[config.mk]
export PLATFORM = sky130hd
export DESIGN_NAME = button_panel
export DESIGN_NICKNAME = d
export VERILOG_FILES = /design/src/verilog/button_pkg.sv /design/src/verilog/button_panel.sv /design/src/verilog/press_counter.sv /design/src/verilog/event_fifo.sv /design/src/verilog/button_event_encoder.sv /design/src/verilog/button_debouncer.sv
export SDC_FILE = /design/constraint.sdc
export NUM_CORES = 1
export LEC_CHECK = 0
export ABC_AREA = 1
export ABC_CLOCK_PERIOD_IN_PS = 3400
export BUFFER_PORTS_ARGS = -buffer_cell sky130_fd_sc_hd__buf_2
export CAP_MARGIN = 15
export CORE_MARGIN = 3
export CORE_UTILIZATION = 46
export DETAILED_ROUTE_END_ITERATION = 6
export PLACE_DENSITY_LB_ADDON = 0.08
export SLEW_MARGIN = 40
export SYNTH_ARGS = -nofsm -noshare
export SYNTH_HDL_FRONTEND = slang
export SYNTH_SLANG_ARGS = --single-unit
[constraint.sdc]
create_clock -name clk -period 3.4 [get_ports clk]
set_clock_uncertainty 0.05 [all_clocks]
set_input_delay 0.34 -clock clk [delete_from_list [all_inputs] [get_ports clk]]
set_output_delay 0.34 -clock clk [all_outputs]
set_load 0.02 [all_outputs]
[src/verilog/button_pkg.sv]
package button_pkg;

	localparam int NUM_BUTTONS = 4;

	// stability counter width, window is 2**DEBOUNCE_BITS cycles
	localparam int DEBOUNCE_BITS = 4;

	// event slots, also the credits held after reset
	localparam int FIFO_DEPTH = 4;
	localparam int CREDIT_BITS = 3;
	localparam int PTR_BITS = $clog2(FIFO_DEPTH);

	localparam int COUNT_BITS = 8;

	typedef logic [NUM_BUTTONS-1:0] btn_mask_t;
	typedef logic [1:0] button_id_t;
	typedef logic [COUNT_BITS-1:0] btn_count_t;
	typedef logic [DEBOUNCE_BITS-1:0] debounce_cnt_t;
	typedef logic [CREDIT_BITS-1:0] credit_t;
	typedef logic [PTR_BITS-1:0] fifo_ptr_t;

	// pressed is 1 for a press, 0 for a release
	typedef struct packed {
		button_id_t id;
		logic pressed;
	} btn_event_t;

endpackage
[src/verilog/button_panel.sv]
module button_panel
	import button_pkg::*;
(
	input  logic       clk,
	input  logic       reset,
	input  btn_mask_t  raw_btn,
	input  logic       drain,
	output btn_mask_t  level,
	output logic       event_valid,
	output btn_event_t last_event,
	output btn_count_t press_total [NUM_BUTTONS],
	output btn_count_t release_total [NUM_BUTTONS],
	output btn_count_t dropped
);

	btn_mask_t posedge_pulse;
	btn_mask_t negedge_pulse;

	// encoder to fifo, credit flow control
	logic push;
	btn_event_t push_event;
	logic credit_return;

	// fifo to consumer
	logic pop;
	logic not_empty;
	btn_event_t head_event;

	button_debouncer u_debouncer (
		.clk           (clk),
		.reset         (reset),
		.raw_btn       (raw_btn),
		.level         (level),
		.posedge_pulse (posedge_pulse),
		.negedge_pulse (negedge_pulse)
	);

	button_event_encoder u_encoder (
		.clk           (clk),
		.reset         (reset),
		.level         (level),
		.posedge_pulse (posedge_pulse),
		.negedge_pulse (negedge_pulse),
		.credit_return (credit_return),
		.push          (push),
		.push_event    (push_event),
		.dropped       (dropped)
	);

	event_fifo u_fifo (
		.clk           (clk),
		.reset         (reset),
		.push          (push),
		.push_event    (push_event),
		.pop           (pop),
		.not_empty     (not_empty),
		.head_event    (head_event),
		.credit_return (credit_return)
	);

	press_counter u_counter (
		.clk           (clk),
		.reset         (reset),
		.drain         (drain),
		.not_empty     (not_empty),
		.head_event    (head_event),
		.pop           (pop),
		.event_valid   (event_valid),
		.last_event    (last_event),
		.press_total   (press_total),
		.release_total (release_total)
	);

endmodule

[src/verilog/press_counter.sv]
module press_counter
	import button_pkg::*;
(
	input  logic       clk,
	input  logic       reset,
	input  logic       drain,
	input  logic       not_empty,
	input  btn_event_t head_event,
	output logic       pop,
	output logic       event_valid,
	output btn_event_t last_event,
	output btn_count_t press_total [NUM_BUTTONS],
	output btn_count_t release_total [NUM_BUTTONS]
);

	// drain is the external back-pressure
	assign pop = drain && not_empty;

	always_ff @(posedge clk) begin
		if (reset)
			event_valid <= 1'b0;
		else
			event_valid <= pop;
	end

	always_ff @(posedge clk) begin
		if (pop)
			last_event <= head_event;
	end

	// totals wrap at 256
	always_ff @(posedge clk) begin
		if (reset) begin
			for (int i = 0; i < NUM_BUTTONS; i++) begin
				press_total[i] <= '0;
				release_total[i] <= '0;
			end
		end else if (pop) begin
			if (head_event.pressed)
				press_total[head_event.id] <= press_total[head_event.id] + 1'b1;
			else
				release_total[head_event.id] <= release_total[head_event.id] + 1'b1;
		end
	end

endmodule

[src/verilog/event_fifo.sv]
module event_fifo
	import button_pkg::*;
(
	input  logic       clk,
	input  logic       reset,
	input  logic       push,
	input  btn_event_t push_event,
	input  logic       pop,
	output logic       not_empty,
	output btn_event_t head_event,
	output logic       credit_return
);

	btn_event_t mem [FIFO_DEPTH];
	fifo_ptr_t wr_ptr;
	fifo_ptr_t rd_ptr;
	credit_t occupancy;

	assign not_empty = (occupancy != '0);
	assign head_event = mem[rd_ptr];

	// storage, the sender never pushes without a credit
	always_ff @(posedge clk) begin
		if (push)
			mem[wr_ptr] <= push_event;
	end

	always_ff @(posedge clk) begin
		if (reset) begin
			wr_ptr <= '0;
			rd_ptr <= '0;
		end else begin
			if (push)
				wr_ptr <= wr_ptr + 1'b1;
			if (pop)
				rd_ptr <= rd_ptr + 1'b1;
		end
	end

	always_ff @(posedge clk) begin
		if (reset) begin
			occupancy <= '0;
		end else begin
			case ({push, pop})
				2'b10: occupancy <= occupancy + 1'b1;
				2'b01: occupancy <= occupancy - 1'b1;
				default: occupancy <= occupancy;
			endcase
		end
	end

	// credit comes back the cycle after the slot frees
	always_ff @(posedge clk) begin
		if (reset)
			credit_return <= 1'b0;
		else
			credit_return <= pop;
	end

endmodule

[src/verilog/button_event_encoder.sv]
module button_event_encoder
	import button_pkg::*;
(
	input  logic       clk,
	input  logic       reset,
	input  btn_mask_t  level,
	input  btn_mask_t  posedge_pulse,
	input  btn_mask_t  negedge_pulse,
	input  logic       credit_return,
	output logic       push,
	output btn_event_t push_event,
	output btn_count_t dropped
);

	btn_mask_t press_pend;
	btn_mask_t rel_pend;
	// set when the pending release is older than the pending press
	btn_mask_t rel_first;
	btn_mask_t both_pend;
	btn_mask_t new_edge;
	btn_mask_t clear_press;
	btn_mask_t clear_rel;
	credit_t credits;
	button_id_t sel_id;
	logic sel_pressed;

	assign both_pend = press_pend & rel_pend;
	assign new_edge = (posedge_pulse | negedge_pulse) & ~both_pend;

	// scan downward so the lowest pending index is left selected
	always_comb begin
		sel_id = '0;
		sel_pressed = 1'b0;
		for (int i = NUM_BUTTONS - 1; i >= 0; i--) begin
			if (press_pend[i] || rel_pend[i]) begin
				sel_id = button_id_t'(i);
				sel_pressed = both_pend[i] ? ~rel_first[i] : press_pend[i];
			end
		end
	end

	assign push = (|(press_pend | rel_pend)) && (credits != '0);
	assign push_event = '{id: sel_id, pressed: sel_pressed};

	always_comb begin
		clear_press = '0;
		clear_rel = '0;
		if (push) begin
			if (sel_pressed)
				clear_press[sel_id] = 1'b1;
			else
				clear_rel[sel_id] = 1'b1;
		end
	end

	always_ff @(posedge clk) begin
		if (reset) begin
			press_pend <= '0;
			rel_pend <= '0;
			rel_first <= '0;
			dropped <= '0;
		end else begin
			press_pend <= (press_pend & ~clear_press) | (posedge_pulse & ~both_pend);
			rel_pend <= (rel_pend & ~clear_rel) | (negedge_pulse & ~both_pend);
			// a press (level high) goes behind any pending release
			rel_first <= (rel_first & ~new_edge) | (level & new_edge);
			dropped <= dropped + btn_count_t'($countones(
				(posedge_pulse | negedge_pulse) & both_pend));
		end
	end

	// one credit per push, one back per returned slot
	always_ff @(posedge clk) begin
		if (reset) begin
			credits <= credit_t'(FIFO_DEPTH);
		end else begin
			case ({push, credit_return})
				2'b10: credits <= credits - 1'b1;
				2'b01: credits <= credits + 1'b1;
				default: credits <= credits;
			endcase
		end
	end

endmodule

[src/verilog/button_debouncer.sv]
module button_debouncer
	import button_pkg::*;
(
	input  logic      clk,
	input  logic      reset,
	input  btn_mask_t raw_btn,
	output btn_mask_t level,
	output btn_mask_t posedge_pulse,
	output btn_mask_t negedge_pulse
);

	// two-flop synchroniser stages
	btn_mask_t sync_meta;
	btn_mask_t sync_q;

	// previous debounced level for edge detection
	btn_mask_t level_d;

	btn_mask_t changed;
	debounce_cnt_t stable_cnt [NUM_BUTTONS];

	assign changed = sync_meta ^ sync_q;

	always_ff @(posedge clk) begin
		if (reset) begin
			sync_meta <= '0;
			sync_q <= '0;
		end else begin
			sync_meta <= raw_btn;
			sync_q <= sync_meta;
		end
	end

	// per-button window counter, restarts on any change and saturates
	always_ff @(posedge clk) begin
		if (reset) begin
			for (int i = 0; i < NUM_BUTTONS; i++) begin
				stable_cnt[i] <= '0;
			end
		end else begin
			for (int i = 0; i < NUM_BUTTONS; i++) begin
				if (changed[i])
					stable_cnt[i] <= '0;
				else if (!(&stable_cnt[i]))
					stable_cnt[i] <= stable_cnt[i] + 1'b1;
			end
		end
	end

	// level only follows the input once the window is full
	always_ff @(posedge clk) begin
		if (reset) begin
			level <= '0;
		end else begin
			for (int i = 0; i < NUM_BUTTONS; i++) begin
				if (&stable_cnt[i])
					level[i] <= sync_q[i];
			end
		end
	end

	// registered edges, one cycle after level moves
	always_ff @(posedge clk) begin
		if (reset) begin
			level_d <= '0;
			posedge_pulse <= '0;
			negedge_pulse <= '0;
		end else begin
			level_d <= level;
			posedge_pulse <= level & ~level_d;
			negedge_pulse <= ~level & level_d;
		end
	end

endmodule

; ---- After elaboration in Yosys (flattened, before gate mapping)
; Memory sizes are Yosys's and may differ from the RTL's. A register that Yosys moved wholly into a read port is not among the register bits.
; Index checks and enable logic that the tools add are counted.
; W data, S select, Z words.
[totals]
register_bits = 122
ram_bits = 28
input_bits = 7
output_inout_bits = 80
wordCells = 182
n_memories = 2
[memory_table]
columns = name, depth, word_bits, read_ports, rd_clocked_by_memory_dff, wr, line_no
row1 = u_debouncer.stable_cnt, 4, 4, 4, 0, 4, button_debouncer.sv:20  ; debounce_cnt_t stable_cnt [NUM_BUTTONS];
row2 = u_fifo.mem, 4, 3, 1, 1, 1, event_fifo.sv:14  ; btn_event_t mem [FIFO_DEPTH];
[classes]
n_addsub = 16
n_lt_le_gt_ge = 4
eq_ne = 4
n_mux = 72
bitwise_logic = 37
n_reduce_logical = 19
[op_table]
columns = op, count
row1 = $bwmux W32, 2
row2 = $mux W4, 12
row3 = $and A4 B4 Y4, 11
row4 = $mux W1, 41
row5 = $mux W8, 5
row6 = $bmux W8 S2, 2
row7 = $not A4 Y4, 6
row8 = $or A4 B4 Y4, 5
row9 = $add A4 B1 Y4 const B, 4
row10 = $add A8 B1 Y8 const B, 2
row11 = $add A8 B8 Y8, 2
row12 = $demux W8 S2, 1
row13 = $reduce_and A4 Y1, 4
row14 = $mux W2, 6
row15 = $pmux W3 S2, 2
row16 = $or A1 B1 Y1, 8
row17 = $add A3 B1 Y3 const B, 2
row18 = $reduce_bool A3 Y1, 2
row19 = $sub A3 B1 Y3 const B, 2
row20 = $not A1 Y1, 5
row21 = $add A1 B1 Y2, 2
row22 = $add A2 B1 Y2 const B, 2
row23 = $eq A2 B1 Y1 const B, 2
row24 = $eq A2 B2 Y1 const B, 2
row25 = other kinds (12), 20

; ---- Depth between registers and ports, before layout
[logic_depth]
ltp_word = 14
ltp_mapped = 19

; ---- Cells and area by module
; From an unflattened synthesis, not the netlist that was laid out.
[unflattened]
cells_unflattened = 993
hier_area_um2 = 7368.3
[modules_own_cells]
columns = module, instances, cells_each, area_per_inst_um2
row1 = press_counter, 1, 564, 3604.7
row2 = button_debouncer, 1, 172, 1597.8
row3 = button_event_encoder, 1, 169, 1255.0
row4 = event_fifo, 1, 88, 910.9

; ---- Worst setup path before layout
; No wires, ideal clock.
[synth_timing]
path_type = register to register
from = reg u_encoder.press_pend[2]
to = reg u_encoder.dropped[7]
arrival_time_ns = 2.253
slack_ns = 0.969
path_stages_with_launch = 14
path_buffers = 0
path_cell_list = dfxtp_1 nand2_1 nor2_1 ha_1 inv_1 fa_1 inv_1 ha_1 fa_1 nand2_1 nor2_1 nand3_1 xor2_1 nor2_1
[synth_between]
elab_chain_len = 5
[synth_lines]
columns = element, line_no
row1 = "start, declared", button_event_encoder.sv:15  ; btn_mask_t press_pend;
row2 = "start signal, assigned", button_event_encoder.sv:63  ; press_pend <= (press_pend & ~clear_press) | (posedge_pulse & ~both_pend);
row3 = $and A4 B4 Y4, button_event_encoder.sv:27  ; assign both_pend = press_pend & rel_pend;
row4 = $and A4 B4 Y4, button_event_encoder.sv:68  ; (posedge_pulse | negedge_pulse) & both_pend));
row5 = $add A1 B1 Y2 (not written as such), button_event_encoder.sv:67  ; dropped <= dropped + btn_count_t'($countones(
row6 = $add A8 B8 Y8 (not written as such), button_event_encoder.sv:67
row7 = $add A8 B8 Y8, button_event_encoder.sv:67
row8 = "end signal, assigned", button_event_encoder.sv:67
row9 = "end, declared", button_event_encoder.sv:12  ; output btn_count_t dropped
; Every way passes these cells.
; A chain may end at the register's enable or synchronous reset.

==> impl_metrics.json <==
{
  "hold_buffers": 0,
  "dieArea_mm2": 0.01728,
  "finalSetupTns_ns": 0,
  "worstPathCellList": "inv_4, nand2_1, nand2_1, nand2_1, nand2_2, nand2_1, nor2_1, nor2_1, nand2_1, inv_1, ha_1, nand2_1, o21ai_1, nand3_1, nand2_1, inv_1",
  "ctsResizeCount": 0,
  "clkSinkCount": 152,
  "yosys-top-cells-area": "dfxtp_1 (33%), edfxtp_1 (13%), nand2_1 (8.2%)",
  "place.gp.congestion": 0.8868,
  "critPathBufInv": 3,
  "clock_tree.root_cell": "clkbuf_16",
  "syn_area_per_cell_um2": 7.566,
  "hold_slack_ns": 0.06708,
  "drtIter0Drc": 444,
  "report.final.slew_viol_count": 0,
  "post-place-ws_ns": 0.6027,
  "synthCells": 957,
  "cp-end-kind": "flip-flop",
  "fin_crit_sh_pct": 83.98,
  "core_area_mm2": 0.01531,
  "rsz0062_at_grt": "no",
  "placed_cell_area_mm2": 0.007858,
  "die_x_um": 131.5,
  "route.vias.total": 6176,
  "io_buffers": 86,
  "yosysMostFrequentCell": "nand2_1",
  "yosysWarningCount": 0,
  "syn2layout_area_growth_pct": 16.57,
  "ys_async_sr_fraction_pct": 0,
  "tightest_slew_ns": 0.6800,
  "finalNonFillerCells": 1268,
  "synth.largest_area_cell": "dfxtp_1",
  "num_rows": 45,
  "grt_usage_pct": 19.99,
  "hold_class": "in -> reg",
  "drc_errors": 0,
  "ys_top_cells_by_count": "nand2_1 (159), inv_1 (158), dfxtp_1 (121), nor2_1 (121), nand3_1 (89)",
  "syn_area_mm2": 0.007241,
  "via_per_inst": 4.871,
  "path_delay_family": "simple AND/OR/NAND/NOR gates",
  "rr_worst_depth": 16,
  "path_depth": 16,
  "drt-total-wl_mm": 16.90,
  "post-route-min-period_ns": 2.855,
  "yosysSeqAreaShare_pct": 46.31,
  "cpMostUsedCell": "nand2_1",
  "synth_seq_cells": 152,
  "critical_path.max_fanout": 23,
  "clk_latency_ns": 0.42,
  "htreeDepth": 4,
  "critPathLaunchType": "flip-flop",
  "cap_viol_max_count": 0,
  "synthFlopType": "dfxtp_1",
  "worstPathArrival_ns": 3.13,
  "crit_slowest_cell": "dfxtp_1",
  "power-per-cell-area_mw_per_mm2": 601.5,
  "grt_max_degree": 84,
  "fillCellCount": 1532,
  "dp_cells": 1236,
  "leakagePower_nw": 4.013,
  "design_area_mm2": 0.008441,
  "detail_route.wl_per_cell_um": 13.33,
  "grt_pass1_vias": 5734,
  "worst_slew_margin_rel_pct": 54.66,
  "place_hpwl_mm": 11.98,
  "initial_core_util_pct": 47.28,
  "final_layout_size_suffix_gt1_share_pct": 16.75,
  "dr.pass1.iters": 4,
  "reg2reg_to": "u_counter.release_total[28]$_SDFFE_PP0P_",
  "cp.required_ns": 3.67,
  "grt_pass1_wl_mm": 28.19,
  "crit_type": "reg -> reg",
  "nets": 1072,
  "max_freq_mhz": 350.2,
  "hold_violations": 0,
  "clk_pin_slew_worst_paths_ns": 0.06,
  "antenna_cells": 0,
  "critical-path-max-stage-delay_ns": 0.48,
  "grt-ovfl-total": 0,
  "rrSetupSlack_ns": 0.54,
  "clockBufferDepth": 2,
  "endpoint": "u_counter.release_total[28]$_SDFFE_PP0P_",
  "run_status": "finished, final reports clean",
  "cts_tree": "built",
  "cts_setup_buffers": 0,
  "synth_fp_nets": 985,
  "synth_edf_count": 31,
  "setup_viol": 0,
  "pin_count": 87,
  "peakVddDrop_uv": 406.9,
  "synth_top_area_share_pct": 33.45,
  "die_y_um": 131.5,
  "timing.final.ws_setup_ns": 0.5448,
  "numCtsBuffers": 17,
  "ys_types": 39,
  "grt_antenna_before_repair": 0,
  "ant_nets": 0
}
==> kinds of logic after synthesis <==
logic type / count (synthesis) / synth area share, %
AO/OA/AOI/OAI: 153 / 10.89
AND/OR/NAND/NOR: 429 / 26.78
XOR/XNOR: 11 / 1.331
adder cells (fa/ha/maj): 21 / 4.147
buffers and inverters: 191 / 10.54
flip-flops: 152 / 46.31
==> report_power, final <==
group / leakage [nW] / switching, mW / internal [mW]
logic: 2.42 / 0.844 / 0.354
registers: 1.31 / 0.0834 / 1.95
clock network: 0.284 / 0.766 / 1.07
==> per-stage QoR <==
stage | util (%) | power (mW)
after floorplan | - | 3.016
after global placement | 51.28 | 3.259
after detailed placement | 51.31 | 3.269
after CTS | 55.11 | 5.121
after global routing | 55.11 | 5.360
final | 55.11 | 5.077
==> tightest hold or removal path, cell delays in order <==
cell    delay (ns)
buf_2         0.08
inv_1         0.03
nor2_1        0.06
==> how the worst min path moves through the flow <==
stage                                       from  depth (start not counted)                                      end
2_1_floorplan  u_debouncer.level_d[3]$_SDFF_PP0_                          1  u_debouncer.posedge_pulse[3]$_SDFF_PP0_
3_3_place_gp   u_debouncer.level_d[2]$_SDFF_PP0_                          1  u_debouncer.posedge_pulse[2]$_SDFF_PP0_
3_5_place_dp   u_debouncer.level_d[0]$_SDFF_PP0_                          1  u_debouncer.posedge_pulse[0]$_SDFF_PP0_
4_1_cts                               raw_btn[1]                          3      u_debouncer.sync_meta[1]$_SDFF_PP0_
5_1_grt                               raw_btn[1]                          3      u_debouncer.sync_meta[1]$_SDFF_PP0_
6_report                              raw_btn[0]                          3      u_debouncer.sync_meta[0]$_SDFF_PP0_
==> area by class of cell <==
cell class                 instances  area [um^2]  share of cell area [%]
sequential                       152         3353                   39.73
multi-input combinational        614         3124                   37.01
inverter                         165        621.8                   7.367
timing repair buffer              94        494.2                   5.855
clock buffer                      20        466.7                   5.529
tap                              211        264.0                   3.128
clock inverter                    12        116.4                   1.379
==> layer usage <==
layer / up-vias / GRT usage (%) / wire length, um
met5: - / 0 / 0
li1: 3219 / - / -
met2: 153 / 31.75 / 7763
met3: 36 / 4.900 / 851
met1: 2768 / 26.03 / 7789
met4: 0 / 8.576 / 498
==> cell usage in the layout, fill, tap and decap left out, drive strengths merged <==
cell type,instances
a21boi,1
o21ai,62
o211ai,2
ha,16
buf,94
clkbuf,20
or2,2
clkinvlp,2
nand3,94
nand2,178
o22ai,3
inv,168
nor3,6
nand4,3
nand3b,7
nor2,138
dfxtp,121
xnor2,5
a21o,1
a21oi,82
fa,5
nor4,1
o21a,1
xor2,6
clkinv,6
edfxtp,31
o31ai,1
bufinv,1
==> state kept, by name (all words and copies together), names as in the netlist, 2 cells and up, named ones only <==
signal,cells
u_counter.last_event,3
u_counter.press_total,32
u_counter.release_total,32
u_encoder.rel_pend,4
u_encoder.press_pend,4
u_debouncer.negedge_pulse,4
u_fifo.mem,12
u_debouncer.sync_meta,4
u_encoder.dropped,8
u_fifo.wr_ptr,2
u_debouncer.sync_q,4
u_debouncer.stable_cnt,16
u_encoder.credits,3
u_fifo.occupancy,3
u_fifo.rd_ptr,2
u_debouncer.level,4
u_debouncer.posedge_pulse,4
u_debouncer.level_d,4
Power figures use the tool's default switching activity.
